## src/source/cache_beat_counter.sv

```systemverilog
// ########################################
// Beat counter for init and line transfers
// The controller supplies the terminal
// count for each sweep
// ########################################

module cache_beat_counter #(
    parameter int COUNT_MAX = 8,
    localparam int CNT_W = $clog2(COUNT_MAX)
) (
    input  logic             clk,
    input  logic             rst_n,
    input  logic             beat_start,
    input  logic             beat_step,
    input  logic [CNT_W-1:0] beat_limit,
    output logic [CNT_W-1:0] beat,
    output logic             beat_last
);

    // Start wins over step so a sweep ends at zero
    always_ff @(posedge clk or negedge rst_n) begin
        if (!rst_n) begin
            beat <= '0;
        end else if (beat_start) begin
            beat <= '0;
        end else if (beat_step) begin
            beat <= beat + 1'b1;
        end
    end

    assign beat_last = (beat == beat_limit);

    a_within_limit: assert property (@(posedge clk) disable iff (!rst_n)
        beat <= beat_limit);

endmodule

```

## config.mk

```make
export PLATFORM = sky130hd
export DESIGN_NAME = cache_beat_counter
export DESIGN_NICKNAME = d
export VERILOG_FILES = /design/src/source/cache_beat_counter.sv
export SDC_FILE = /design/constraint.sdc
export NUM_CORES = 1
export LEC_CHECK = 0
export BUFFER_PORTS_ARGS = -buffer_cell sky130_fd_sc_hd__buf_2
export CAP_MARGIN = 5
export CORE_AREA = 4 4 41 43
export CTS_BUF_LIST = sky130_fd_sc_hd__clkbuf_8 sky130_fd_sc_hd__clkbuf_16
export DETAILED_ROUTE_END_ITERATION = 12
export DIE_AREA = 0 0 45 47
export GPL_TIMING_DRIVEN = 0
export PLACE_DENSITY_LB_ADDON = 0.12
export SLEW_MARGIN = 10
export SYNTH_ARGS = -nofsm -noshare
export SYNTH_HDL_FRONTEND = slang
export SYNTH_SLANG_ARGS = --single-unit
```

## constraint.sdc

```tcl
create_clock -name clk -period 0.9 [get_ports clk]
set_input_delay 0.09 -clock clk [delete_from_list [all_inputs] [get_ports clk]]
set_output_delay 0.09 -clock clk [all_outputs]
set_load 0.05 [all_outputs]
```

==> results.md <==
* CP Launch Type: flip-flop
* Element type at the critical path end: output pin
* Lkg Pwr at ~0.18 nW
* Max reg flops at 3
* Synth top area cells: dfrtp_1 (43%), xor2_1 (15%), ha_1 (7.1%)
* Fraction of the mapped netlist area in compound gates at between 10% and 20%
* Clock Sinks at 3
* Synth Flop Type: dfrtp_1
* Filler cells at 139
* Cts bufs inserted at 3
* DRC at 0
* Drt total wl at 458 um
* Global-route wire length before repair at 834 um
* Unrepaired setup endpoints after global routing: true
* Largest registers: beat: 3 flops
* Sum Neg Setup Slack at -1.21 ns
* Final worst slack at -0.327 ns
* Worst Path Required at 0.81 ns
* Die area at 2120 um2
* CTS clk-pin slew, worst paths at 0.03 ns
* Area leader, netlist: dfrtp_1
* Min-Delay Path Class: in2reg
* Async SR Flop Fraction at 100%
* Failing checks: setup timing
* Syn Nets at 23
* F_max at 815 MHz
* Synth cell count leaders: dfrtp_1 (3), xor2_1 (3), nor2_1 (2)
* Outcome: complete, but fails checks
* Vias per cell at approximately 3.6
* Final hold violations at 0
* Area growth, synth to finish at 111%
* Largest net degree at the start of global routing at 5
* XOR/XNOR share of the synthesized area at approximately 20%
* I/O pin count at 11
* PortBufs at 10
* CP peak stage delay at 0.41 ns
* Antenna Nets Post-Route at 0
* CTS H-Tree Depth at 1
* Most flop-heavy register: beat
* Worst path slowest cell: dfrtp_2
* Post-Synth Adder-Cell Area at 7.09%
* Vias in the first global route at 213
* Syn Inst Count at 15
* Main combinational cell family by area after synthesis: XOR/XNOR gates
* Post-Synthesis Cell Area at 176 um2
* Root buf cell: clkbuf_8
* DRT iter0 DRCs at 0
* EDFF count, synth at 0
* Max Root-Sink Buffers at 2
* DR vias at about 170
* Worst EP arrival at 1.14 ns
* Post-DR wirelength/cell at 9.54 um
* Seq/Total Area, Yosys at 42.6%
* Layout Cells excl Fill at 48
* Worst-Skew Late Latency at approximately 0.21 ns
* Post-synthesis mux area share at approximately 5.7%
* Tmin final at 1.23 ns
* Core ar. at 1300 um2
* Area share of the leading cell type in the synthesized netlist at between 40% and 50%
* Remaining global-route overflow at 0
* Worst Skew at 0.00122 ns
* Drt first pass iters at 1
* Slew headroom at between 80% and 90%
* Num rows at 13
* Pwr/cell area at 1890 nW/um2
* DIE WIDTH at 45 um
* # setup viols final at 6
* Final Slew Violations at 0
* Nets@finish at 42
* Max-cap violation count at 0
* Total of warnings raised by yosys at 0
* Worst slew pin tran at 0.255 ns
* Share of cells above drive strength 1 at 69.7%
* Antenna violations before repair at 0
* CP Max Fanout at 2
* TritonCTS clock tree: done
* Post-Synth Simple-Gate Area at 14.2%
* Gpl congestion at 0.619
* Yosys reg bits at 3
* GRT Total Usage at approximately 5.8%
* Tcrit/Tclk final at 136%
* Syn Area/Cell at ~12 um2
* Dpl cells at 40
* Critical path class: reg2out
* ANT cells at 0
* Synth unique cells at 10
* Die height at about 47 um
* Cell Chain, Critical Path: xor2_2 > nor3_4 > buf_6
* Max VDD drop at 0.000786 V
* Initial Utilization at 13.6%
-- cells by family (layout without fill, tap and decap cells) --
group | count (synthesis) | after routing
AOI/OAI and AO/OA | 2 | 2
xor gates and xnor gates | 4 | 4
adders and majority gates | 1 | 1
buffers and inverters | 0 | 18
DFF | 3 | 3
muxes | 1 | 1
and+or+nand+nor | 4 | 4
-- placed cells by master, fill, tap and decap left out --
cell type      instances
a21oi_2                1
buf_6                  3
xnor2_1                1
a21bo_1                1
dfrtp_2                3
buf_8                  1
dlygate4sd3_1          1
nor2_1                 2
nand3b_1               1
nor3_4                 1
clkbuf_8               3
mux2i_1                1
buf_4                  3
xor2_1                 2
xor2_2                 1
buf_2                  6
inv_1                  1
ha_2                   1
-- critical path, delay by kind of cell, from the launching register on --
kind	cells	cell delay, ns
flops	1	0.41
simple gates	1	0.18
buf+inv	1	0.18
xor+xnor	1	0.16
-- final cells by class --
| cell class | instances | area [um2] | area share, % |
|---|---|---|---|
| Multi-Input combinational cell | 12 | 118 | 31.6 |
| Timing Repair Buffer | 14 | 111 | 30.0 |
| Sequential cell | 3 | 78.8 | 21.2 |
| Clock buffer | 3 | 41.3 | 11.1 |
| Tap cell | 15 | 18.8 | 5.05 |
| Clock inverter | 1 | 3.75 | 1.01 |
-- where the power goes --
part           total [mW]  switching (mW)  internal [mW]
registers           0.158          0.0113          0.147
logic               0.173          0.0961         0.0772
clock network       0.372          0.0826          0.290
-- repair_timing --
action / in CTS / in global routing
pin swaps: 1 / 1
gates resized for setup: 8 / 2
setup buffers: 2 / 1
setup endpoints to repair: 6 / 6
hold buffers: 1 / 0
endpoints found under the hold margin: 3 / 0
-- stage by stage --
stage	cell area [um2]	utilization [%]	hold slack (ns)	setup WS [ns]	total power, mW
floorplan	194	-	-0.206	-0.396	0.253
global placement	263	20.2	-0.112	-0.207	0.294
detailed placement	263	20.2	-0.111	-0.216	0.295
CTS	357	27.4	0.0555	-0.341	0.707
global route	372	28.6	0.0663	-0.375	0.734
finish	372	28.6	0.0567	-0.327	0.704
-- final timing paths --
check / endpoint / slack (ns) / from / cells after the start
setup / recovery: beat_last / -0.33 / beat[1] / 3
hold / removal: beat[2] / 0.06 / beat_start / 2
setup reg to reg: beat[1] / -0.29 / beat[1] / 5
hold reg to reg: beat[0] / 0.61 / beat[0] / 2
max in group asynchronous: beat[1] / 0.58 / rst_n / 2
min in group asynchronous: beat[2] / 0.20 / rst_n / 2
-- per-layer routing --
| metal | routed length [um] | global-route usage [%] | vias up |
|---|---|---|---|
| met5 | 0 | 0 | - |
| met4 | 0 | 7.02 | 0 |
| met3 | 33 | 1.53 | 0 |
| met2 | 231 | 8.19 | 7 |
| met1 | 193 | 6.44 | 77 |
| li1 | - | - | 87 |
(Power assumes the default switching activity.)
