File: config.mk
export PLATFORM = sky130hd
export DESIGN_NAME = cache_data_store
export DESIGN_NICKNAME = d
export VERILOG_FILES = /design/src/source/cache_pkg.sv /design/src/source/cache_data_store.sv
export SDC_FILE = /design/constraint.sdc
export NUM_CORES = 1
export LEC_CHECK = 0
export ABC_AREA = 1
export BUFFER_PORTS_ARGS = -buffer_cell sky130_fd_sc_hd__buf_2
export CORE_ASPECT_RATIO = 0.7
export CORE_MARGIN = 10
export CORE_UTILIZATION = 40
export CTS_CLUSTER_SIZE = 10
export DETAILED_ROUTE_END_ITERATION = 10
export HOLD_SLACK_MARGIN = 0.08
export SKIP_CTS_REPAIR_TIMING = 1
export SLEW_MARGIN = 20
export SYNTH_ARGS = -nofsm -noshare
export SYNTH_HDL_FRONTEND = slang
export SYNTH_SLANG_ARGS = --single-unit
File: constraint.sdc
create_clock -name clk -period 2.7 [get_ports clk]
set_clock_uncertainty 0.2 [all_clocks]
set_input_delay 0.27 -clock clk [delete_from_list [all_inputs] [get_ports clk]]
set_output_delay 0.27 -clock clk [all_outputs]
set_load 0.1 [all_outputs]
File: src/source/cache_pkg.sv
// ########################################
// Definitions shared by the cache bank
// Import in the module body where the
// enums or the word width are needed
// ########################################

package cache_pkg;

    // Data width of one APB word
    localparam int WORD_WIDTH = 32;

    // Controller states
    typedef enum logic [2:0] {
        ST_INIT,
        ST_IDLE,
        ST_LOOKUP,
        ST_WBACK,
        ST_FILL,
        ST_FILL_WAIT,
        ST_DONE
    } ctrl_state_e;

    // Operations on the line storage
    typedef enum logic [2:0] {
        DOP_IDLE,
        DOP_READ,
        DOP_WRITE,
        DOP_FILL,
        DOP_FLUSH
    } data_op_e;

endpackage

File: src/source/cache_data_store.sv
// ########################################
// Line storage of the cache bank
// Single-port RAM of NUM_LINES lines with
// byte-enabled writes and one-cycle reads
// ########################################

module cache_data_store #(
    parameter int NUM_LINES  = 8,
    parameter int LINE_WORDS = 4,
    localparam int IDX_W  = $clog2(NUM_LINES),
    localparam int WSEL_W = $clog2(LINE_WORDS)
) (
    input  logic                                clk,
    input  logic                                rst_n,
    input  cache_pkg::data_op_e                 op,
    input  logic [IDX_W-1:0]                    index,
    input  logic [WSEL_W-1:0]                   wsel,
    input  logic [cache_pkg::WORD_WIDTH-1:0]    wdata,
    input  logic [cache_pkg::WORD_WIDTH/8-1:0]  byteen,
    input  logic [cache_pkg::WORD_WIDTH-1:0]    fill_word,
    output logic [cache_pkg::WORD_WIDTH-1:0]    rdata
);
    import cache_pkg::*;

    localparam int BYTES = WORD_WIDTH / 8;

    logic [WORD_WIDTH-1:0]   ram [NUM_LINES * LINE_WORDS];
    logic [IDX_W+WSEL_W-1:0] addr;

    // Words of a line sit next to each other
    assign addr = {index, wsel};

    always_ff @(posedge clk) begin
        case (op)
            DOP_WRITE: begin
                for (int b = 0; b < BYTES; b++) begin
                    if (byteen[b]) begin
                        ram[addr][8*b +: 8] <= wdata[8*b +: 8];
                    end
                end
            end
            DOP_FILL: begin
                ram[addr] <= fill_word;
            end
            // Flush reads the victim word for writeback
            DOP_READ, DOP_FLUSH: begin
                rdata <= ram[addr];
            end
            default: begin
            end
        endcase
    end

    a_op_known: assert property (@(posedge clk) disable iff (!rst_n)
        !$isunknown(op));

endmodule

==> results.txt <==
The flow ran to the end, and the final reports show no timing, DRC or antenna violations. In this design, the largest share of critical-path delay is due to buffers and inverters. For the pin with the worst max-slew slack, the measured transition is 836 ps. The tightest min-delay check is of the in2reg type. For this run, the top clock speed supported by timing is 425 MHz.

The global router's overall resource usage is 18.4%. The iteration count of the initial detailed-routing pass is 5. After global routing the overflow that remains totals 0.

On the critical path, the stage with the largest delay is an instance of sky130_fd_sc_hd__dlygate4sd3_1. The routed design has 118000 um of wire. The via density per instance is 4.92.

The most used flip-flop cell after synthesis is sky130_fd_sc_hd__edfxtp_1. Across the VDD grid, the largest voltage drop is ~0.5 mV. The die is 418 um wide. The flip-flop and latch count after synthesis came out at 1056.

The post-route DRC violation count is 0. The number of different library cells in the post-synthesis netlist is 17. The routability congestion estimate from global placement came out at about 0.81. Sequential elements use roughly 70% of the synthesized area. The number of cells in the finished layout apart from fillers is a little under 6000. The data arrival at the endpoint of the critical path came out at about 2600 ps. The worst hold-check slack came out at between 200 and 250 ps.

Walking the worst path, the cells encountered are dlygate4sd3_1 > buf_8 > inv_8 > nor2_2 > nand2_1 > nor2_1 > buf_4. The part of the cycle the worst path needs came out at ~87%. From bottom edge to top edge, the die measures between 200 and 300 um. The largest fanout on the critical path came out at 36.

The post-synthesis async set-or-reset flop share came out at 0%. sky130_fd_sc_hd__edfxtp_1 takes more of the synthesized area than any other cell. TritonCTS built the clock tree. The standard-cell row count came out at between 100 and 150.

The ratio of cells with drive above 1 in the final layout came out at 10.7%. Data on the critical path is required at its endpoint by about 3000 ps. For this run, the number of Yosys warnings is 0. The maximum number of pins on one net before global-route repair is approximately 120.

The clock net in this run drives a total of between 1000 and 1500 sinks. The number of nets in the synthesized netlist came out at 4349. STA classifies the critical path startpoint as an input port. The initial cell density of the core came out at 40.2%. The boundary pin count is 110.

The post-placement cell area came out at 47500 um^2. Including well taps, the total number of placed cells is ~5800. The initial antenna violation count came out at 6.

The number of enable-type register cells in the synthesized netlist came out at 1056. The post-detailed-route wirelength per cell is between 15 and 20 um. The half-perimeter wire length after detailed placement is slightly below 70000 um. The max-slew violation total from the final report was 0. The areal power density over the cells is slightly below 700 nW/um^2.

The finished cells cover just over 50000 um^2. Ranked by total cell area, the synthesized netlist is headed by sky130_fd_sc_hd__edfxtp_1 72%, sky130_fd_sc_hd__nand2_1 23%, sky130_fd_sc_hd__nor2_1 1.6%. The remaining number of nets flagged by the antenna check after routing is 0. The number of cells produced by synthesis came out at 4271. In the post-synthesis netlist, the cell with the most instances is sky130_fd_sc_hd__nand2_1. The number of hold violations in the final report came out at 0. Setup repair after global routing left no endpoint under its margin. By startpoint and endpoint, the worst setup path is classified as in2reg. The relative slew slack came out at 44.3%. The type of destination of the critical path is a flop. Compared with the post-synthesis result, the final layout area differs by 14.1%. The first-pass GRT wire length is 174000 um. The maximum cell stage delay along the critical path is 560 ps. The number of H-tree levels is 3. The mapped cell area is roughly 44000 um^2. The mean post-synth cell area came out at 10.4 um^2. The number of global-route vias before repair came out at about 27000. CTS placed an instance of sky130_fd_sc_hd__clkbuf_16 at the clock tree root.

The core footprint is between 100000 and 150000 um^2. The total via count in the routed design came out at 29300. The total negative slack came out at 0 ps. The net total in the final layout is between 4000 and 5000. The top cell type by area accounts for between 70% and 80% of the synthesized area. The final-report setup violation count is 0. The analysis attributes to cell leakage a power of 21.0 nW. The violation count after the first detailed-route iteration came out at ~3100.

The count of input and output buffers came out at 108. Power comes to between 30 and 40 mW. The number of max-capacitance violations reported is 0. After clock tree synthesis, the clock-pin slew on the worst setup and hold paths is 50 ps. By count the netlist is led by 2754 x sky130_fd_sc_hd__nand2_1, 1056 x sky130_fd_sc_hd__edfxtp_1, 193 x sky130_fd_sc_hd__nor2_1, 117 x sky130_fd_sc_hd__buf_2, 84 x sky130_fd_sc_hd__clkbuf_1. The maximum root-to-sink buffer count came out at 3.

The later-pin clock latency in the skew report is 720 ps. The post-layout minimum cycle time is about 2400 ps. The number of buffers created by CTS is around 120.

Counting both buffers and inverters, the worst setup path holds a total of 4. The die footprint is about 120000 um^2.
-- final timing paths --
path	depth (start not counted)	end	start	slack [ps]
worst min-delay path	5	ram[23][17]	byteen[2]	230
worst max-delay path	7	ram[2][11]	wsel[1]	350
worst min register to register	8	rdata[28]	ram[6][28]	570
worst max register to register	8	rdata[1]	ram[20][1]	1060
-- registers in the layout (all words and copies together) (netlist names) --
| register | count |
|---|---|
| ram | 1024 |
| rdata | 32 |
-- layer usage --
metal | vias up | wire, um | share of wire (%) | track usage [%]
met4 | 0 | 3240 | 2.8 | 5.34
li1 | 14200 | - | - | -
met5 | - | 0 | 0 | 0
met3 | 208 | 9290 | 7.9 | 4.04
met1 | 13900 | 54900 | 47 | 27.1
met2 | 947 | 50100 | 43 | 27.0
-- cell families after synthesis --
group | Yosys count | synth area share (%)
compound gates | 6 | 0.0677
mux | 32 | 0.813
buf+inv | 219 | 2.26
simple gates | 2958 | 25.3
flops | 1056 | 71.6
-- tightest hold or removal path, stage by stage --
cell,delay (ps)
sky130_fd_sc_hd__buf_2,80
sky130_fd_sc_hd__o21ai_2,40
sky130_fd_sc_hd__buf_4,270
sky130_fd_sc_hd__nor2_1,190
sky130_fd_sc_hd__buf_4,160
-- report_power, final --
group          total (mW)  internal (mW)  switching [mW]
clock network        13.6           7.57            6.06
logic                2.36          0.535            1.83
registers            18.3           18.3          0.0317
total                34.3           26.4            7.92
-- per-stage QoR --
stage,util (%),setup slack [ps]
final,45.8,347
after detailed placement,43.1,201
after floorplan,-,86.1
after global placement,43.1,233
after global routing,45.8,267
after CTS,45.8,569
-- layout make-up --
class	count	area (um^2)
Clock inverter	8	144
Sequential cell	1056	31700
Fill cell	10200	59700
Timing Repair Buffer	307	2310
Inverter	7	46.3
Tap cell	1456	1820
Antenna cell	3	7.51
Multi-Input combinational cell	2996	11600
Clock buffer	115	2880
-- placed cells by master, fill, tap and decap left out, drive strengths merged --
| master | count |
|---|---|
| a21oi | 1 |
| buf | 304 |
| bufinv | 1 |
| clkbuf | 115 |
| clkinv | 4 |
| diode | 3 |
| dlygate4sd3 | 3 |
| edfxtp | 1056 |
| inv | 10 |
| mux2 | 32 |
| nand2 | 2754 |
| nor2 | 196 |
| nor3 | 8 |
| o21ai | 5 |
No activity file was read; power rests on OpenSTA's default activity.
