File: config.mk
export PLATFORM = sky130hd
export DESIGN_NAME = cache_tag_store
export DESIGN_NICKNAME = d
export VERILOG_FILES = /design/src/source/cache_tag_store.sv
export SDC_FILE = /design/constraint.sdc
export NUM_CORES = 1
export LEC_CHECK = 0
export BUFFER_PORTS_ARGS = -buffer_cell sky130_fd_sc_hd__buf_2
export CORE_MARGIN = 2
export CORE_UTILIZATION = 56
export CTS_BUF_LIST = sky130_fd_sc_hd__clkbuf_2
export DETAILED_ROUTE_END_ITERATION = 10
export PLACE_DENSITY = 0.78
export SKIP_CTS_REPAIR_TIMING = 1
export SLEW_MARGIN = 30
export SYNTH_ARGS = -nofsm -noshare
export SYNTH_HDL_FRONTEND = slang
export SYNTH_SLANG_ARGS = --single-unit
File: constraint.sdc
create_clock -name clk -period 3.3 [get_ports clk]
set_input_delay 0.495 -clock clk [delete_from_list [all_inputs] [get_ports clk]]
set_output_delay 0.495 -clock clk [all_outputs]
set_load 0.01 [all_outputs]
File: src/source/cache_tag_store.sv
// ########################################
// Per-line tag, valid and dirty state
// Lookup is combinational on the index,
// updates land on the clock edge
// ########################################

module cache_tag_store #(
    parameter int NUM_LINES  = 8,
    parameter int LINE_WORDS = 4,
    parameter int MEM_WORDS  = 256,
    localparam int IDX_W = $clog2(NUM_LINES),
    localparam int TAG_W = $clog2(MEM_WORDS) - IDX_W - $clog2(LINE_WORDS)
) (
    input  logic             clk,
    input  logic             rst_n,
    input  logic [IDX_W-1:0] index,
    input  logic [TAG_W-1:0] tag_in,
    input  logic             tag_set_valid,
    input  logic             tag_set_dirty,
    input  logic             tag_clear,
    output logic             hit,
    output logic             victim_dirty,
    output logic [TAG_W-1:0] victim_tag
);

    logic [TAG_W-1:0]     tags [NUM_LINES];
    logic [NUM_LINES-1:0] valid;
    logic [NUM_LINES-1:0] dirty;

    always_ff @(posedge clk or negedge rst_n) begin
        if (!rst_n) begin
            valid <= '0;
            dirty <= '0;
        end else if (tag_clear) begin
            valid[index] <= 1'b0;
            dirty[index] <= 1'b0;
        end else if (tag_set_valid) begin
            // Freshly filled line matches memory
            valid[index] <= 1'b1;
            dirty[index] <= 1'b0;
        end else if (tag_set_dirty) begin
            dirty[index] <= 1'b1;
        end
    end

    always_ff @(posedge clk) begin
        if (tag_set_valid) begin
            tags[index] <= tag_in;
        end
    end

    assign hit          = valid[index] && (tags[index] == tag_in);
    assign victim_dirty = valid[index] && dirty[index];
    assign victim_tag   = tags[index];

endmodule

==> reports/results.ini, run 1 <==
[critical_path]
crit_arrival_ps=2280
required_ps=2800
start_kind=primary input
path_cells=buf_2 -> mux2_4 -> a22o_1 -> a211o_1 -> xor2_1 -> nor4_2 -> buf_2
crit_path_top_delay_cell=buf_2
path_class=primary input to output pin
max_stage_delay_ps=360
worstPathMaxFanout=23
cp-end-kind=output pin
crit_top_cell=buf_2

[sta]
setup_tns_ps=0
slew_headroom_pct=57.9
hold_viol_final=0
tightest_slew_ps=630
period_minus_slack_ps=2770
drv_slew=0
finalCritPeriodShare_pct=84.0
finalSetupViolCount=0
max_clock_freq_ghz=0.361
finClkSkew_ps=0
rsz0062_at_grt=no

[clock_tree]
htreeDepth=2
cts_root_buf=clkbuf_2
cts.clk_slew.worst_paths_ps=170
clock_path_buffers=2
clock_latency_ps=390
clock_sinks=40
cts_tree=yes
cts_buffers=5

[global_routing]
grt_pass1_vias=1129
grt-ovfl-total=0
grt_usage_pct=22.7
grt_pass1_wl_mm=5.66
grt_max_degree=24
grt_antenna_before_repair=0

[yosys]
yosysMostFrequentCell=edfxtp_1
async_flop_share_pct=40.0
dominantRegCellSynth=edfxtp_1
yosys-top-cells-area=edfxtp_1 (40%), dfrtp_1 (22%), a21oi_1 (5.3%)
syn-num-nets=142
yosys.cell_types.count=31
synth.avg_cell_area_sq_um=13.7
synth_area_sq_mm=0.00179
ys_seq_area_share_pct=62.5
synth_top_cell_by_area=edfxtp_1
synthCells=131
yosysTopAreaCellShare_pct=40.2
ys_seq_elements=40
synth_edf_count=24
yosys-top-cells-count=edfxtp_1 (24), a21oi_1 (19), dfrtp_1 (16)
yosys_warnings=0

[min_path]
hold_path.class=primary input to flip-flop

[cells_and_area]
fill_cells=248
n_antenna_cell=0
regArea_sq_mm=0.00112
drive_gt1_share_pct=20.5
multi_input_area_sq_um=624
nNetsFinal=156
stdcell_count=190
areaGrowthSynthToFinish_pct=7.60

[job]
cap_violations=0

[routing]
vias_per_cell=6.02
num_vias=1143
dr.first_iter.drc_count=125
first_pass_iters=4
postRouteAntennaNets=0
drc_errors=0
drt-total-wl_mm=3.62
detail_route.wl_per_cell_microns=19.0

[place]
place.gp.congestion=0.835
portBuffers=15
placed_cells=181
hpwl_mm=2.55

[floorplan]
ios=16
start_util_pct=58.8
die_x_microns=60.6
die_h_microns=60.6
core_region_area_sq_mm=0.00305
design.die.area_sq_mm=0.00367
rows=20

[status]
status=complete, no violations

[pwr]
vdd_drop_max_v=0.000324
powerDensity_mw_per_mm2=492
leakage_nw=0.765

cells by family after synthesis:
group	share of synthesized area (%)
AND/OR/NAND/NOR	10.3
AO/OA/AOI/OAI	13.2
XOR/XNOR	1.46
flip-flops	62.5
multiplexers	9.83
buffers and inverters	2.72
metrics by stage:
stage          total power, mW  setup WS (ps)  instance area [sq um]  hold slack, ps  util [%]
6_report                 0.950            528                   1930             370      63.2
5_1_grt                  0.988            429                   1930             351      63.2
4_1_cts                  0.951            534                   1920           -50.4      62.9
3_5_place_dp             0.758            537                   1880             423      61.7
3_3_place_gp             0.749            567                   1880             420      61.7
2_1_floorplan            0.709            961                   1790             199         -
worst max-delay path: cells and delay by family:
family / cells / cell delay, ps
AND/OR/NAND/NOR: 1 / 200
XOR/XNOR: 1 / 160
buffers and inverters: 2 / 520
AO/OA/AOI/OAI: 2 / 560
multiplexers: 1 / 340
cell type report:
cell class | count | area share (%)
Timing Repair Buffer | 17 | 4.80
Tap cell | 44 | 2.85
Sequential cell | 40 | 58.1
Multi-Input combinational cell | 81 | 32.3
Clock inverter | 2 | 0.389
Clock buffer | 6 | 1.56
final timing paths:
kind | startpoint | to | slack (ps) | cells past startpoint
setup / recovery | index[2] | hit | 530 | 7
hold / removal | tag_clear | flip-flop | 370 | 2
setup reg to reg | flip-flop | flip-flop | 2580 | 2
hold reg to reg | flip-flop | flip-flop | 560 | 2
max in group asynchronous | rst_n | async pin | 2520 | 2
min in group asynchronous | rst_n | async pin | 500 | 2
where the power goes:
| group | switching [mW] | internal [mW] | total, mW |
|---|---|---|---|
| sequential | 0.0252 | 0.578 | 0.603 |
| combinational | 0.0769 | 0.0694 | 0.146 |
| clock | 0.150 | 0.0509 | 0.200 |
routing by layer:
layer | track usage, % | up-vias | routed length, microns
li1 | - | 527 | -
met1 | 31.2 | 561 | 1600
met2 | 32.6 | 42 | 1740
met3 | 5.12 | 13 | 160
met4 | 15.5 | 0 | 119
met5 | 0 | - | 0
layout by cell type (no fill, tap or decap):
cell,instances
nor4_2,1
nand2_1,3
nor3_1,2
mux4_2,4
nor3b_1,1
a221oi_1,1
clkinv_1,2
buf_4,1
a2bb2oi_1,8
dfrtp_1,16
nor2_1,4
xor2_1,3
mux2_2,1
o21ai_0,1
or2_2,1
mux2_4,1
and2_1,8
a211o_1,1
nand2b_1,2
a22oi_1,3
nand3b_1,3
clkbuf_2,6
nor2b_1,1
o211a_1,1
dlygate4sd3_1,1
buf_2,15
a22o_1,1
and3b_1,2
a21oi_1,19
and3_1,2
o2bb2ai_1,1
edfxtp_1,24
mux2i_1,6
Note: power is estimated with default switching activity, not from simulation.
==> run 2: changes to the inputs <==
==> constraint.sdc (replaced) <==
create_clock -name clk -period 2.7 [get_ports clk]
set_input_delay 0.405 -clock clk [delete_from_list [all_inputs] [get_ports clk]]
set_output_delay 0.405 -clock clk [all_outputs]
set_load 0.01 [all_outputs]
==> reports/results.ini, run 2 (synthesis gave the netlist of run 1 again) <==
[cells_and_area]
fill_cells=253  ; +2.0%
nNetsFinal=159  ; +1.9%
layout_common_cells=edfxtp_1 (24), a21oi_1 (19), dfrtp_1 (16)
n_antenna_cell=0  ; unchanged
fin_area_sq_mm=0.00196  ; +1.4%
regArea_sq_mm=0.00112  ; unchanged
fin_util_pct=64.1  ; +0.90 points
multi_input_area_sq_um=624  ; unchanged
areaGrowthSynthToFinish_pct=9.14
drive_gt1_share_pct=23.5  ; +2.9 points
layout_commonest_cell=edfxtp_1

[floorplan]
ios=16  ; unchanged
start_util_pct=58.8  ; unchanged
core_region_area_sq_mm=0.00305  ; unchanged
die_h_microns=60.6  ; unchanged
rows=20  ; unchanged
design.die.area_sq_mm=0.00367  ; unchanged
die_x_microns=60.6  ; unchanged

[global_routing]
grt-ovfl-total=0  ; unchanged
grt_pass1_wl_mm=5.78  ; +2.1%
grt_usage_pct=23.4  ; +0.66 points
grt_pass1_vias=1144  ; +1.3%
grt_max_degree=23  ; -4.2%
grt_antenna_before_repair=0  ; unchanged

[sta]
hold_viol_final=0  ; unchanged
hold_slack_ps=283  ; -87.3 ps
finalCritPeriodShare_pct=93.2
finalSetupViolCount=0  ; unchanged
drv_slew=0  ; unchanged
finClkSkew_ps=0  ; unchanged
rsz0062_at_grt=no
setup_tns_ps=0  ; unchanged
max_clock_freq_ghz=0.397
fin_ws_ps=184  ; -344 ps
tightest_slew_ps=361  ; -268 ps
period_minus_slack_ps=2520
slew_headroom_pct=75.2  ; +17 points

[clock_tree]
cts_buffers=5  ; unchanged
clock_latency_ps=390  ; about the same
clock_path_buffers=2  ; unchanged
clock_sinks=40  ; unchanged
cts.clk_slew.worst_paths_ps=180  ; about the same
htreeDepth=2  ; unchanged
cts_tree=yes
cts_root_buf=clkbuf_2

[pwr]
leakage_nw=0.786  ; +2.8%
powerDensity_mw_per_mm2=600  ; +22%
vdd_drop_max_v=0.000332  ; +2.3%

[critical_path]
cp-end-kind=output pin
max_stage_delay_ps=400  ; +40 ps
required_ps=2300  ; -500 ps
path_delay_family=compound AO/OA/AOI/OAI gates
crit_path_top_delay_cell=edfxtp_1
start_kind=flip-flop
worstPathMaxFanout=2  ; -91%
path_cells=mux2_4 -> a22o_1 -> a211o_1 -> xor2_1 -> nor4_2 -> buf_2
crit_arrival_ps=2110  ; -170 ps
path_buf_inv=1  ; -1
path_class=flip-flop to output pin

[routing]
dr.first_iter.drc_count=75  ; -40%
first_pass_iters=4  ; unchanged
vias_per_cell=6.01  ; about the same
drc_errors=0  ; unchanged
drt-total-wl_mm=3.64  ; +0.80%
num_vias=1160  ; +1.5%
postRouteAntennaNets=0  ; unchanged
detail_route.wl_per_cell_microns=18.9  ; -0.76%

[min_path]
hold_path.class=primary input to flip-flop

[status]
status=complete, no violations

[place]
place.gp.congestion=0.831  ; -0.49%
placed_area_sq_mm=0.00191  ; +1.2%
portBuffers=15  ; unchanged
pre_cts_slack_ps=131  ; -406 ps
hpwl_mm=2.52  ; -1.1%

[job]
cap_violations=0  ; unchanged

[run 2: cell count changes in the layout (fill, tap and decap cells not counted)]
cell / change
o21ai_0: -1
buf_2: -1
buf_4: +3
clkinv_1: -2
o21ai_1: +1
clkbuf_4: +1
clkbuf_2: +2
[run 2: layer usage]
metal	share of wire (%)	vias up	track usage, %
met4	0.41	0	7.14
met5	0	-	0
met1	44	581	32.3
met2	49	41	34.9
met3	6.7	4	9.17
li1	-	534	-
[run 2: where the power goes]
| group | leakage [nW] | switching, mW | internal [mW] |
|---|---|---|---|
| Combinational | 0.341 | 0.0963 | 0.0877 |
| Sequential | 0.412 | 0.0275 | 0.706 |
| Clock | 0.0332 | 0.181 | 0.0763 |
| Total | 0.786 | 0.304 | 0.870 |
[run 2: final cells by class]
class                      instances  area share [%]
clock buffer                       8            2.04
multi-input combinational         81            31.9
sequential                        40            57.3
tap                               44            2.81
timing repair buffer              20            6.01
[run 2: path summary, 6_finish.rpt]
check	from	to	slack, ps	cells past startpoint
worst max-delay path	tags[3][0]$_DFFE_PP_	hit	180	6
worst min-delay path	tag_in[1]	tags[5][1]$_DFFE_PP_	280	1
worst max register to register	flip-flop	flip-flop	1990	2
worst min register to register	flip-flop	flip-flop	550	2
max in group asynchronous	rst_n	async pin	2000	2
min in group asynchronous	rst_n	async pin	430	2
[run 2: metrics by stage]
stage / std cells / power [mW]
6_report: 193 / 1.17
5_1_grt: 193 / 1.23
4_1_cts: 192 / 1.18
3_5_place_dp: 184 / 0.928
3_3_place_gp: 184 / 0.919
2_1_floorplan: 131 / 0.866
