## config.mk

```make
export PLATFORM = sky130hd
export DESIGN_NAME = cache_ctrl
export DESIGN_NICKNAME = d
export VERILOG_FILES = /design/src/source/cache_pkg.sv /design/src/source/cache_ctrl.sv
export SDC_FILE = /design/constraint.sdc
export NUM_CORES = 1
export LEC_CHECK = 0
export BUFFER_PORTS_ARGS = -buffer_cell sky130_fd_sc_hd__buf_4
export CORE_AREA = 2 2 122 124
export DETAILED_ROUTE_END_ITERATION = 8
export DIE_AREA = 0 0 124 126
export SETUP_SLACK_MARGIN = 0.3
export SYNTH_ARGS = -nofsm -noshare
export SYNTH_HDL_FRONTEND = slang
export SYNTH_SLANG_ARGS = --single-unit
export TNS_END_PERCENT = 5
```

## constraint.sdc

```tcl
create_clock -name clk -period 1.4 [get_ports clk]
set_input_delay 0 -clock clk [delete_from_list [all_inputs] [get_ports clk]]
set_output_delay 0 -clock clk [all_outputs]
set_load 0.05 [all_outputs]
```

## src/source/cache_pkg.sv

```systemverilog
// ########################################
// Definitions shared by the cache bank
// Import in the module body where the
// enums or the word width are needed
// ########################################

package cache_pkg;

    // Data width of one APB word
    localparam int WORD_WIDTH = 32;

    // Controller states
    typedef enum logic [2:0] {
        ST_INIT,
        ST_IDLE,
        ST_LOOKUP,
        ST_WBACK,
        ST_FILL,
        ST_FILL_WAIT,
        ST_DONE
    } ctrl_state_e;

    // Operations on the line storage
    typedef enum logic [2:0] {
        DOP_IDLE,
        DOP_READ,
        DOP_WRITE,
        DOP_FILL,
        DOP_FLUSH
    } data_op_e;

endpackage

```

## src/source/cache_ctrl.sv

```systemverilog
// ########################################
// Control FSM of the cache bank
// Serves one APB transfer at a time: hit
// service, or writeback then line fill
// ########################################

module cache_ctrl #(
    parameter int NUM_LINES  = 8,
    parameter int LINE_WORDS = 4,
    parameter int MEM_WORDS  = 256,
    localparam int ADDR_W = $clog2(MEM_WORDS),
    localparam int IDX_W  = $clog2(NUM_LINES),
    localparam int WSEL_W = $clog2(LINE_WORDS),
    localparam int TAG_W  = ADDR_W - IDX_W - WSEL_W,
    localparam int CNT_W  = $clog2(NUM_LINES > LINE_WORDS ? NUM_LINES : LINE_WORDS)
) (
    input  logic                                clk,
    input  logic                                rst_n,
    input  logic                                psel,
    input  logic                                penable,
    input  logic                                pwrite,
    input  logic [31:0]                         paddr,
    input  logic [cache_pkg::WORD_WIDTH-1:0]    pwdata,
    input  logic [cache_pkg::WORD_WIDTH/8-1:0]  pstrb,
    output logic [cache_pkg::WORD_WIDTH-1:0]    prdata,
    output logic                                pready,
    output logic                                pslverr,
    input  logic                                hit,
    input  logic                                victim_dirty,
    input  logic [TAG_W-1:0]                    victim_tag,
    output logic [IDX_W-1:0]                    index,
    output logic [TAG_W-1:0]                    tag_in,
    output logic                                tag_set_valid,
    output logic                                tag_set_dirty,
    output logic                                tag_clear,
    input  logic [CNT_W-1:0]                    beat,
    input  logic                                beat_last,
    output logic                                beat_start,
    output logic                                beat_step,
    output logic [CNT_W-1:0]                    beat_limit,
    output cache_pkg::data_op_e                 op,
    output logic [WSEL_W-1:0]                   wsel,
    output logic [cache_pkg::WORD_WIDTH-1:0]    wdata,
    output logic [cache_pkg::WORD_WIDTH/8-1:0]  byteen,
    output logic [cache_pkg::WORD_WIDTH-1:0]    fill_word,
    input  logic [cache_pkg::WORD_WIDTH-1:0]    rdata,
    output logic [ADDR_W-1:0]                   mem_addr,
    output logic                                mem_read,
    output logic                                mem_write,
    output logic [cache_pkg::WORD_WIDTH-1:0]    mem_wdata,
    input  logic [cache_pkg::WORD_WIDTH-1:0]    mem_rdata
);
    import cache_pkg::*;

    ctrl_state_e        state;
    ctrl_state_e        next_state;
    logic [ADDR_W-1:0]  word_addr;
    logic [WSEL_W-1:0]  req_wsel;
    logic [IDX_W-1:0]   req_index;
    logic [TAG_W-1:0]   req_tag;
    logic               misaligned;
    logic               wb_pend;
    logic               fill_pend;
    logic [WSEL_W-1:0]  pend_word;

    // Byte address split into tag, line index and word select
    assign word_addr  = paddr[2 +: ADDR_W];
    assign req_wsel   = word_addr[WSEL_W-1:0];
    assign req_index  = word_addr[WSEL_W +: IDX_W];
    assign req_tag    = word_addr[ADDR_W-1 -: TAG_W];
    assign misaligned = (paddr[1:0] != 2'b00);

    always_comb begin
        next_state    = state;
        index         = req_index;
        tag_set_valid = 1'b0;
        tag_set_dirty = 1'b0;
        tag_clear     = 1'b0;
        beat_step     = 1'b0;
        beat_limit    = CNT_W'(LINE_WORDS - 1);
        op            = DOP_IDLE;
        wsel          = req_wsel;
        mem_read      = 1'b0;
        case (state)
            ST_INIT: begin
                index      = beat[IDX_W-1:0];
                tag_clear  = 1'b1;
                beat_step  = 1'b1;
                beat_limit = CNT_W'(NUM_LINES - 1);
                if (beat_last) begin
                    next_state = ST_IDLE;
                end
            end
            ST_IDLE: begin
                if (psel) begin
                    next_state = ST_LOOKUP;
                end
            end
            ST_LOOKUP: begin
                if (misaligned) begin
                    next_state = ST_DONE;
                end else if (hit) begin
                    op            = pwrite ? DOP_WRITE : DOP_READ;
                    tag_set_dirty = pwrite;
                    next_state    = ST_DONE;
                end else begin
                    next_state = victim_dirty ? ST_WBACK : ST_FILL;
                end
            end
            ST_WBACK: begin
                // Victim word goes to memory one cycle after its RAM read
                op        = DOP_FLUSH;
                wsel      = beat[WSEL_W-1:0];
                beat_step = 1'b1;
                if (beat_last) begin
                    next_state = ST_FILL_WAIT;
                end
            end
            ST_FILL: begin
                mem_read  = 1'b1;
                beat_step = 1'b1;
                if (beat_last) begin
                    next_state = ST_FILL_WAIT;
                end
            end
            ST_FILL_WAIT: begin
                // Drains the last writeback or fill word
                if (wb_pend) begin
                    next_state = ST_FILL;
                end else begin
                    tag_set_valid = 1'b1;
                    next_state    = ST_LOOKUP;
                end
            end
            ST_DONE: next_state = ST_IDLE;
            default: next_state = ST_INIT;
        endcase
        // Fill data returns a cycle after each memory read
        if (fill_pend) begin
            op   = DOP_FILL;
            wsel = pend_word;
        end
    end

    always_ff @(posedge clk or negedge rst_n) begin
        if (!rst_n) begin
            state     <= ST_INIT;
            wb_pend   <= 1'b0;
            fill_pend <= 1'b0;
        end else begin
            state     <= next_state;
            wb_pend   <= (state == ST_WBACK);
            fill_pend <= (state == ST_FILL);
        end
    end

    always_ff @(posedge clk) begin
        pend_word <= beat[WSEL_W-1:0];
    end

    // Counter returns to zero at the end of every sweep
    assign beat_start = beat_step && beat_last;

    assign tag_in    = req_tag;
    assign wdata     = pwdata;
    assign byteen    = pstrb;
    assign fill_word = mem_rdata;

    assign mem_write = wb_pend;
    assign mem_wdata = rdata;
    assign mem_addr  = wb_pend ? {victim_tag, req_index, pend_word}
                               : {req_tag, req_index, beat[WSEL_W-1:0]};

    assign pready  = (state == ST_DONE);
    assign pslverr = pready && misaligned;
    assign prdata  = (misaligned || pwrite) ? '0 : rdata;

    a_pready_in_access: assert property (@(posedge clk) disable iff (!rst_n)
        pready |-> psel && penable);

    a_mem_exclusive: assert property (@(posedge clk) disable iff (!rst_n)
        !(mem_read && mem_write));

endmodule

```

==> results of run 1 <==
[final timing paths]
check,startpoint,cells past startpoint,slack (ns),to
max,state[0],3,-0.12,index[1]
min in group asynchronous,rst_n,2,0.13,state[2]
max in group asynchronous,rst_n,2,1.15,mem_write
min reg2reg,state[2],2,0.69,fill_pend
max reg2reg,state[2],6,0.03,state[2]
min,pwdata[16],0,0.00002,wdata[16]
[synth_stat cells, drive strengths merged (2+ instances only)]
| cell | n |
|---|---|
| a21oi | 2 |
| and2 | 34 |
| buf | 112 |
| clkbuf | 4 |
| dfrtp | 5 |
| dfxtp | 2 |
| inv | 2 |
| mux2 | 8 |
| mux2i | 2 |
| nand2 | 5 |
| nand2b | 2 |
| nor2 | 6 |
| nor3 | 5 |
| nor3b | 3 |
| o21ai | 4 |
[stage by stage]
step	utilization, %	power [mW]	cells	hold slack (ns)
global route	18.55	4.151	448	0.00007877
finish	18.55	3.934	448	0.00001930
detailed placement	15.57	2.975	435	-0.1934
CTS	17.39	3.840	447	0.0003409
floorplan	-	2.775	211	-0.2956
global placement	15.57	2.933	435	-0.1966
[cell type report]
type	instances	area (um^2)
Clock inverter	1	5.005
Fill cell	1592	11660
Clock buffer	3	75.07
Timing Repair Buffer	165	1454
Inverter	2	7.507
Multi-Input combinational cell	86	713.2
Sequential cell	7	170.2
Tap cell	184	230.2
[cell families after synthesis]
kind of cell / Yosys count
AO/OA/AOI/OAI: 13
flip-flops: 7
multiplexers: 10
other: 1
AND/OR/NAND/NOR: 61
buffers and inverters: 118
[layer usage]
metal  wire [um]  up-vias  track usage (%)
li1            -      666                -
met1        1964      657            6.915
met2        2712      121            11.41
met3         658       20            2.446
met4         158        0            2.049
met5           0        -                0
[worst max-delay path, cell delays in order (launching register included)]
cell	delay, ns
sky130_fd_sc_hd__dfrtp_2	0.45
sky130_fd_sc_hd__nor3_4	0.34
sky130_fd_sc_hd__mux2_4	0.34
sky130_fd_sc_hd__buf_6	0.15
[power groups by stage]
stage / clock network, mW / logic, mW / registers, mW
6_report: 0.496 / 3.01 / 0.430
5_1_grt: 0.524 / 3.18 / 0.444
4_1_cts: 0.505 / 2.90 / 0.433
3_5_place_dp: 0 / 2.51 / 0.468
3_3_place_gp: 0 / 2.48 / 0.454
2_1_floorplan: 0 / 2.38 / 0.398
[what timing repair did]
| item | 4_1_cts | 5_1_grt |
|---|---|---|
| setup buffers | 5 | 1 |
| hold buffers | 3 | 0 |
| pin swaps | 4 | 7 |
| endpoints found under the hold margin | 7 | 0 |
| setup endpoints to repair | 29 | 53 |
| gates resized for setup | 33 | 45 |
[registers in the layout, summed over array words and instances, names as in the netlist]
name	cells
pend_word	2
mem_write	1
state	3
fill_pend	1
==> run summary, run 1 <==
LOGIC SYNTHESIS
--------------------------------------------------------------------------------------
Combinational family with the most area after synthesis ................. buffers and inverters
Warning count from the yosys run ........................................            0
Adder and majority cell fraction of the synthesized area ................           0%
Cell count after synthesis ..............................................          210
Synthesized area ........................................................    1645 um^2
Area share of the largest cell type after synthesis .....................       51.10%
Multiplexer share of the synthesized area ...............................       6.692%
Fraction of synthesized cell area in xor and xnor cells .................           0%
Synthesis-stage register bit count ......................................            7
Number of distinct standard cells referenced by the synthesized netlist .           34
Flip-flop cell with the highest count after synthesis ................... sky130_fd_sc_hd__dfrtp_1
Synth Area in Compound Gates ............................................       5.627%
Synth area leaders ...................................................... sky130_fd_sc_hd__buf_4 51%, sky130_fd_sc_hd__and2_1 13%, sky130_fd_sc_hd__dfrtp_1 7.6%, sky130_fd_sc_hd__mux2_2 5.5%, sky130_fd_sc_hd__dfxtp_1 2.4%
Post-synth ARST share ...................................................       71.43%
Synthesized-area fraction occupied by and/or/nand/nor cells .............       24.94%
Number of enable-type register cells in the synthesized netlist .........            0
Cell type with the largest total area after synthesis ................... sky130_fd_sc_hd__buf_4
Average cell area after synthesis .......................................   7.835 um^2
Sequential cell area fraction in the yosys report .......................       10.04%

CLOCKING
--------------------------------------------------------------------------------------
Clock-pin slew of the registers on the worst-case setup and hold paths ..      0.04 ns
H-tree levels ...........................................................            1
Worst-case clock buffer depth ...........................................            2
TritonCTS clock tree ....................................................        built
Clock latency reported for the late side of the worst-skew pair .........      0.23 ns
Root cell of the clock tree ............................................. sky130_fd_sc_hd__clkbuf_16
Number of sinks handled by clock tree synthesis .........................            7
Cts bufs inserted .......................................................            3

ROUTING
--------------------------------------------------------------------------------------
Remaining design rule violation count ...................................            0
Average wire length per cell after detail routing .......................     12.26 um
Total via count in the routed design ....................................        1,464
Vias per std cell .......................................................        3.268
DRT iter0 DRCs ..........................................................           19
Total length of routed wires ............................................     5.494 mm
Antenna-violating nets left .............................................            0
Count of TritonRoute iterations in the first routing pass ...............            4

GLOBAL ROUTE
--------------------------------------------------------------------------------------
Wire length of the first global-routing pass ............................     7.707 mm
Antenna violations before repair ........................................            0
Vias in the first global route ..........................................        1,479
Total gr overflow .......................................................            0
Global routing usage summed across all routing layers ...................       6.411%
Largest net degree at the start of global routing .......................           18

STATUS
--------------------------------------------------------------------------------------
Failing checks .......................................................... setup timing
Result of the run ....................................................... finished with violations

TIMING
--------------------------------------------------------------------------------------
Post-layout worst setup margin ..........................................   -0.1201 ns
Count of endpoints failing setup in the final report ....................            9
Relative slew slack .....................................................       60.58%
Clock Skews .............................................................  0.004301 ns
Total Negative Setup Slacks .............................................   -0.6677 ns
Highest Clock Rate ......................................................   0.6578 GHz
Setup repair after global routing missed its margin .....................          yes
Number of pins exceeding their max-slew limit in the final report .......            0
Number of failing hold endpoints at the final stage .....................            0
Actual slew at the worst max-slew pin ...................................    0.5837 ns
Fin crit share ..........................................................       108.6%
Min cycle time layout ...................................................     1.520 ns

PWR
--------------------------------------------------------------------------------------
Sequential group share of total power ...................................        10.9%
Share of power burned in the clock network ..............................        12.6%
P per Cell Area ......................................................... 1482 nW/um^2
LEAKAGE .................................................................     1.290 nW
Internal portion of total power .........................................     1.916 mW
Power share of the combinational group ..................................        76.5%
Switching share of power ................................................       51.30%
Switching power total ...................................................     2.018 mW
Worst supply voltage drop on vdd ........................................    0.5235 mV

RUN
--------------------------------------------------------------------------------------
Number of max-cap violations ............................................            0

FINISH
--------------------------------------------------------------------------------------
Final net count .........................................................          411
Area grow syn2layout ....................................................       61.37%
Fraction of final layout cells with drive strength greater than 1 .......       79.17%
Most frequent cells in the layout ....................................... 111 x sky130_fd_sc_hd__buf_4, 48 x sky130_fd_sc_hd__buf_6, 25 x sky130_fd_sc_hd__and2_1
Antenna diode count .....................................................            0
Post-route cell area ....................................................    2655 um^2
Leading cell type in the layout, fill and taps excluded ................. sky130_fd_sc_hd__buf_4

DIE
--------------------------------------------------------------------------------------
Number of rows in the core area .........................................           44
Std-Cell Core Area ......................................................  14,310 um^2
Number of top-level pins ................................................          309
Starting utilization of the core area ...................................       11.49%
Area of the die .........................................................  15,620 um^2
Overall die height ......................................................       126 um
Die X ...................................................................       124 um

CRITICAL PATH
--------------------------------------------------------------------------------------
Kind of launch point of the worst setup path ............................         flop
Crit end category .......................................................  output port
Data required time of the worst path ....................................      1.40 ns
Critical path data arrival time .........................................      1.52 ns
Critical Path Fanout Max ................................................            4
Kind of critical path ...................................................      reg2out

PLACE
--------------------------------------------------------------------------------------
Pre-CTS setup slack .....................................................   -0.1261 ns
Placer congestion estimate ..............................................       0.7380
Final HPWL DP ...........................................................     4.623 mm
# port buffers ..........................................................          147
Area of placed instances ................................................    2228 um^2

MIN PATH
--------------------------------------------------------------------------------------
Hold WC Path Type .......................................................       in2out

(Power assumes the default switching activity.)
==> run 2, diff against run 1 <==
==> constraint.sdc (replaced) <==
create_clock -name clk -period 1.7 [get_ports clk]
set_input_delay 0 -clock clk [delete_from_list [all_inputs] [get_ports clk]]
set_output_delay 0 -clock clk [all_outputs]
set_load 0.05 [all_outputs]
==> run summary, run 2 (synthesis results as in run 1) <==
STATUS
-------------------------------------------------------------------------------------
Result of the run ...................................................... complete, no violations

ROUTING
-------------------------------------------------------------------------------------
Total length of routed wires ...........................................     5.814 mm   +5.8%
Count of TritonRoute iterations in the first routing pass ..............            4   unchanged
Total via count in the routed design ...................................        1,470   +0.41%
Antenna-violating nets left ............................................            0   unchanged
DRT iter0 DRCs .........................................................           19   unchanged
Vias per std cell ......................................................        3.296   +0.86%
Remaining design rule violation count ..................................            0   unchanged
Average wire length per cell after detail routing ......................     13.04 um   +6.3%

CRITICAL PATH
-------------------------------------------------------------------------------------
Worst flop-to-flop path endpoint .......................................     state[2]
FF-to-FF Start .........................................................     state[0]
Depth of the most critical reg-to-reg path .............................            5   -1
Setup slack on the worst flop-to-flop path .............................      0.33 ns   +0.30 ns
Kind of critical path ..................................................      reg2out
Kind of launch point of the worst setup path ...........................         flop
Crit end category ......................................................  output port
Data required time of the worst path ...................................      1.70 ns   +0.30 ns
Critical Path Fanout Max ...............................................            4   unchanged
Critical path data arrival time ........................................      1.55 ns   +0.03 ns

CLOCKING
-------------------------------------------------------------------------------------
Root cell of the clock tree ............................................ sky130_fd_sc_hd__clkbuf_16
Cts bufs inserted ......................................................            3   unchanged
H-tree levels ..........................................................            1   unchanged
Worst-case clock buffer depth ..........................................            2   unchanged
TritonCTS clock tree ...................................................        built
Number of sinks handled by clock tree synthesis ........................            7   unchanged
Clock latency reported for the late side of the worst-skew pair ........      0.23 ns   about the same
Clock-pin slew of the registers on the worst-case setup and hold paths .      0.03 ns   about the same

GLOBAL ROUTE
-------------------------------------------------------------------------------------
Total gr overflow ......................................................            0   unchanged
Wire length of the first global-routing pass ...........................     7.852 mm   +1.9%
Vias in the first global route .........................................        1,445   -2.3%
Largest net degree at the start of global routing ......................           34   +16
Antenna violations before repair .......................................            0   unchanged
Global routing usage summed across all routing layers ..................       6.698%   +0.29 points

PLACE
-------------------------------------------------------------------------------------
Placed Instances .......................................................          431   -0.92%
Final HPWL DP ..........................................................     5.139 mm   +11%
# port buffers .........................................................          147   unchanged
Placer congestion estimate .............................................       0.7604   +3.0%

TIMING
-------------------------------------------------------------------------------------
Setup repair after global routing missed its margin ....................          yes
Count of endpoints failing setup in the final report ...................            0   -9
Clock Skews ............................................................  0.001044 ns   -0.003257 ns
Post-Route Hold Slack .................................................. 0.00001929 ns   -0.00000001290 ns
Min cycle time layout ..................................................     1.549 ns
Fin crit share .........................................................       91.13%
Number of pins exceeding their max-slew limit in the final report ......            0   unchanged
Total Negative Setup Slacks ............................................         0 ns   +0.6677 ns
Highest Clock Rate .....................................................   0.6455 GHz
Number of failing hold endpoints at the final stage ....................            0   unchanged

PWR
-------------------------------------------------------------------------------------
Switching share of power ...............................................       53.25%   +2.0 points
Power share of the combinational group .................................        75.2%   -1.3 points
Worst supply voltage drop on vdd .......................................    0.4151 mV   -21%
P per Cell Area ........................................................ 1227 nW/um^2   -17%
Total Power Consumption ................................................     2.898 mW   -26%
Internal portion of total power ........................................     1.355 mW   -29%
LEAKAGE ................................................................     1.200 nW   -7.0%
Sequential group share of total power ..................................        11.2%   +0.3 points
Share of power burned in the clock network .............................        13.6%   +1.0 points
Switching power total ..................................................     1.543 mW   -24%

DIE
-------------------------------------------------------------------------------------
Die X ..................................................................       124 um   unchanged
Number of rows in the core area ........................................           44   unchanged
Number of top-level pins ...............................................          309   unchanged
Starting utilization of the core area ..................................       11.49%   unchanged
Overall die height .....................................................       126 um   unchanged
Std-Cell Core Area .....................................................  14,310 um^2   unchanged
Area of the die ........................................................  15,620 um^2   unchanged

FINISH
-------------------------------------------------------------------------------------
Register with the most flip-flops ......................................        state
Fraction of final layout cells with drive strength greater than 1 ......       70.61%   -8.6 points
Non-filler cells in the finished layout ................................          446   -0.45%
Area grow syn2layout ...................................................       43.57%
Most frequent cells in the layout ...................................... 157 x sky130_fd_sc_hd__buf_4, 34 x sky130_fd_sc_hd__and2_1, 8 x sky130_fd_sc_hd__mux2_2
Final net count ........................................................          409   -0.49%
Top Registers .......................................................... state x3, pend_word x2
Flip-flop count of the largest register after layout ...................            3   unchanged
Leading cell type in the layout, fill and taps excluded ................ sky130_fd_sc_hd__buf_4
Antenna diode count ....................................................            0   unchanged

RUN
-------------------------------------------------------------------------------------
Number of max-cap violations ...........................................            0   unchanged

MIN PATH
-------------------------------------------------------------------------------------
Hold wc startpoint .....................................................     pstrb[3]
Worst min-delay path endpoint ..........................................    byteen[3]
Hold WC Path Type ......................................................       in2out
Cell depth of the worst min-delay path .................................            0   unchanged

-- run 2: worst max path at each step --
stage             start     to  slack, ns  cells after the start
4_1_cts        state[0]  op[1]       0.11                      5
6_report       state[0]  op[1]       0.15                      5
3_5_place_dp   state[0]  op[1]       0.20                      5
3_3_place_gp   state[0]  op[1]       0.21                      5
2_1_floorplan  state[0]  op[1]      0.009                      3
5_1_grt        state[0]  op[1]       0.07                      5
-- run 2: power groups by stage --
stage | sequential (mW) | clock, mW | combinational (mW)
floorplan | 0.325 | 0 | 1.92
global placement | 0.325 | 0 | 2.03
detailed placement | 0.331 | 0 | 2.06
CTS | 0.329 | 0.406 | 2.19
global route | 0.337 | 0.417 | 2.30
finish | 0.324 | 0.394 | 2.18
-- run 2: repair_timing --
item                                    CTS  global route
pin swaps                                 4             3
buffers inserted                          7             1
hold buffers                              3             0
endpoints found under the setup margin   14            20
gates resized for setup                   5             0
hold endpoints to repair                  7             0
-- run 2: routing by layer --
layer | vias up | GRT usage, % | wire length [um]
met5 | - | 0 | 0
met1 | 665 | 5.377 | 1661
met3 | 28 | 3.487 | 861
met4 | 0 | 2.974 | 195
li1 | 662 | - | -
met2 | 115 | 13.03 | 3095
-- run 2: per-stage QoR --
stage	util [%]	cell area [um^2]	setup slack, ns
2_1_floorplan	-	1658	0.009059
4_1_cts	16.45	2355	0.1083
5_1_grt	16.50	2362	0.06836
6_report	16.50	2362	0.1507
3_3_place_gp	15.23	2180	0.2085
3_5_place_dp	15.23	2180	0.1992
-- run 2: final cells by class --
type,instances,area [um^2]
inverters,2,7.507
repair buffers,163,1242
fillers,1604,11950
well taps,184,230.2
clock buffers,4,78.83
multi-input cells,86,635.6
flip-flops and latches,7,167.7
-- run 2: critical path, cell delays in order (launching register included) --
cell                      delay (ns)
sky130_fd_sc_hd__dfrtp_2        0.43
sky130_fd_sc_hd__buf_6          0.13
sky130_fd_sc_hd__nor3b_4        0.21
sky130_fd_sc_hd__and4_1         0.23
sky130_fd_sc_hd__or2_1          0.14
sky130_fd_sc_hd__buf_6          0.17
==> run 3, diff against run 2 <==
--- a/config.mk
+++ b/config.mk
@@ -9,6 +9,7 @@
 export CORE_AREA = 2 2 122 124
 export DETAILED_ROUTE_END_ITERATION = 8
 export DIE_AREA = 0 0 124 126
+export RECOVER_POWER = 100
 export SETUP_SLACK_MARGIN = 0.3
 export SYNTH_ARGS = -nofsm -noshare
 export SYNTH_HDL_FRONTEND = slang
==> run summary, run 3 (synthesis results as in run 1) <==
CLOCKING
-------------------------------------------------------------------------------------
TritonCTS clock tree ...................................................        built
Clock-pin slew of the registers on the worst-case setup and hold paths .      0.03 ns   about the same
Number of sinks handled by clock tree synthesis ........................            7   unchanged
Clock latency reported for the late side of the worst-skew pair ........      0.23 ns   about the same
Cts bufs inserted ......................................................            3   unchanged
Root cell of the clock tree ............................................ sky130_fd_sc_hd__clkbuf_16
Worst-case clock buffer depth ..........................................            2   unchanged
H-tree levels ..........................................................            1   unchanged

TIMING
-------------------------------------------------------------------------------------
Highest Clock Rate .....................................................   0.6308 GHz   -2.3%
Count of endpoints failing setup in the final report ...................            0   unchanged
Setup repair after global routing missed its margin ....................          yes
Number of pins exceeding their max-slew limit in the final report ......            0   unchanged
Relative slew slack ....................................................       57.49%
Actual slew at the worst max-slew pin ..................................    0.6404 ns
Total Negative Setup Slacks ............................................         0 ns   unchanged
Fin crit share .........................................................       93.26%   +2.1 points
Clock Skews ............................................................ 0.0009203 ns   -0.0001237 ns
Min cycle time layout ..................................................     1.585 ns   +0.03613 ns
Number of failing hold endpoints at the final stage ....................            0   unchanged

FINISH
-------------------------------------------------------------------------------------
Antenna diode count ....................................................            0   unchanged
Flip-flop count of the largest register after layout ...................            3   unchanged
Leading cell type in the layout, fill and taps excluded ................ sky130_fd_sc_hd__buf_4
Register with the most flip-flops ......................................        state
Top Registers .......................................................... state x3, pend_word x2
Post-route cell area ...................................................    2086 um^2   -12%
Most frequent cells in the layout ...................................... 77 x sky130_fd_sc_hd__buf_4, 62 x sky130_fd_sc_hd__clkbuf_1, 21 x sky130_fd_sc_hd__and2_1
Area grow syn2layout ...................................................       26.77%
Fraction of final layout cells with drive strength greater than 1 ......       46.56%   -24 points
Final net count ........................................................          409   unchanged

GLOBAL ROUTE
-------------------------------------------------------------------------------------
Vias in the first global route .........................................        1,445   unchanged
Wire length of the first global-routing pass ...........................     7.852 mm   unchanged
Largest net degree at the start of global routing ......................           34   unchanged
Antenna violations before repair .......................................            0   unchanged
Total gr overflow ......................................................            0   unchanged
Global routing usage summed across all routing layers ..................       6.698%   unchanged

CRITICAL PATH
-------------------------------------------------------------------------------------
Crit path largest cell delay ...........................................      0.40 ns   -0.03 ns
Kind of launch point of the worst setup path ...........................         flop
Crit-path leading delay family ......................................... buffers and inverters
Kind of critical path ..................................................      reg2out
Total buffers and inverters traversed by the critical path .............            3   +1
Crit end category ......................................................  output port
Setup slack on the worst flop-to-flop path .............................      0.22 ns   -0.11 ns
Critical path data arrival time ........................................      1.59 ns   +0.04 ns
Critical Path Fanout Max ...............................................            4   unchanged
Cell with the largest stage delay on the worst path .................... sky130_fd_sc_hd__dfrtp_1
Ordered list of cells on the worst path ................................ buf_6, nand3b_4, inv_1, mux2i_1, o21ai_1, buf_4
Data required time of the worst path ...................................      1.70 ns   about the same

ROUTING
-------------------------------------------------------------------------------------
Average wire length per cell after detail routing ......................     13.15 um   +0.84%
Count of TritonRoute iterations in the first routing pass ..............            4   unchanged
DRT iter0 DRCs .........................................................           14   -5
Antenna-violating nets left ............................................            0   unchanged
Vias per std cell ......................................................        3.276   -0.61%
Total length of routed wires ...........................................     5.863 mm   +0.84%
Remaining design rule violation count ..................................            0   unchanged
Total via count in the routed design ...................................        1,461   -0.61%

PLACE
-------------------------------------------------------------------------------------
Placer congestion estimate .............................................       0.7604   unchanged
# port buffers .........................................................          147   unchanged
Final HPWL DP ..........................................................     5.139 mm   unchanged
Area of placed instances ...............................................    2180 um^2   unchanged

DIE
-------------------------------------------------------------------------------------
Std-Cell Core Area .....................................................  14,310 um^2   unchanged
Number of top-level pins ...............................................          309   unchanged
Area of the die ........................................................  15,620 um^2   unchanged
Starting utilization of the core area ..................................       11.49%   unchanged
Die X ..................................................................       124 um   unchanged
Number of rows in the core area ........................................           44   unchanged
Overall die height .....................................................       126 um   unchanged

PWR
-------------------------------------------------------------------------------------
P per Cell Area ........................................................ 1300 nW/um^2   +5.9%
LEAKAGE ................................................................    0.9451 nW   -21%
Total Power Consumption ................................................     2.711 mW   -6.5%
Worst supply voltage drop on vdd .......................................    0.3979 mV   -4.2%

MIN PATH
-------------------------------------------------------------------------------------
Hold WC Path Type ......................................................       in2out

RUN
-------------------------------------------------------------------------------------
Number of max-cap violations ...........................................            0   unchanged

STATUS
-------------------------------------------------------------------------------------
Result of the run ...................................................... complete, no violations

## run 3: cell type report
| type | instances | area (um^2) |
|---|---|---|
| multi-input combinational | 86 | 635.6 |
| sequential | 7 | 166.4 |
| tap | 184 | 230.2 |
| clock buffer | 4 | 78.83 |
| inverter | 2 | 7.507 |
| fill | 1688 | 12230 |
| timing repair buffer | 163 | 967.2 |
## run 3: routing by layer
metal	up-vias	share of wire (%)	global-route usage (%)
met3	28	15	3.487
met2	117	54	13.03
met1	655	28	5.377
met4	0	3.3	2.974
met5	-	0	0
li1	661	-	-
## run 3: per-stage QoR
step | hold WS [ns] | worst slack, ns | utilization, % | instances
floorplan | -0.2956 | 0.009059 | - | 211
global placement | -0.1961 | 0.2085 | 15.23 | 431
detailed placement | -0.1940 | 0.1992 | 15.23 | 431
CTS | 0.0003409 | 0.1083 | 16.45 | 445
global route | 0.00007899 | 0.03569 | 14.57 | 446
finish | 0.00001929 | 0.1146 | 14.57 | 446
## run 3: what timing repair did
action	CTS	global route
pin swaps	4	3
resized for setup	5	0
hold buffers	3	0
endpoints found under the hold margin	7	0
buffers inserted	7	1
setup endpoints to repair	14	20
## run 3: path summary, 6_finish.rpt
path | start | endpoint | cells after the start
worst min register to register | state[1] | fill_pend | 3
max in group asynchronous | rst_n | state[1] | 2
worst max register to register | state[0] | state[0] | 7
min in group asynchronous | rst_n | mem_write | 2
worst max-delay path | state[2] | wsel[0] | 6
worst min-delay path | pstrb[3] | byteen[3] | 0
## run 3: power by group
group          leakage (nW)  total [mW]  internal, mW  switching, mW
clock network        0.0382       0.394         0.311         0.0824
logic                 0.827        2.00         0.647           1.35
registers            0.0797       0.320         0.219          0.101
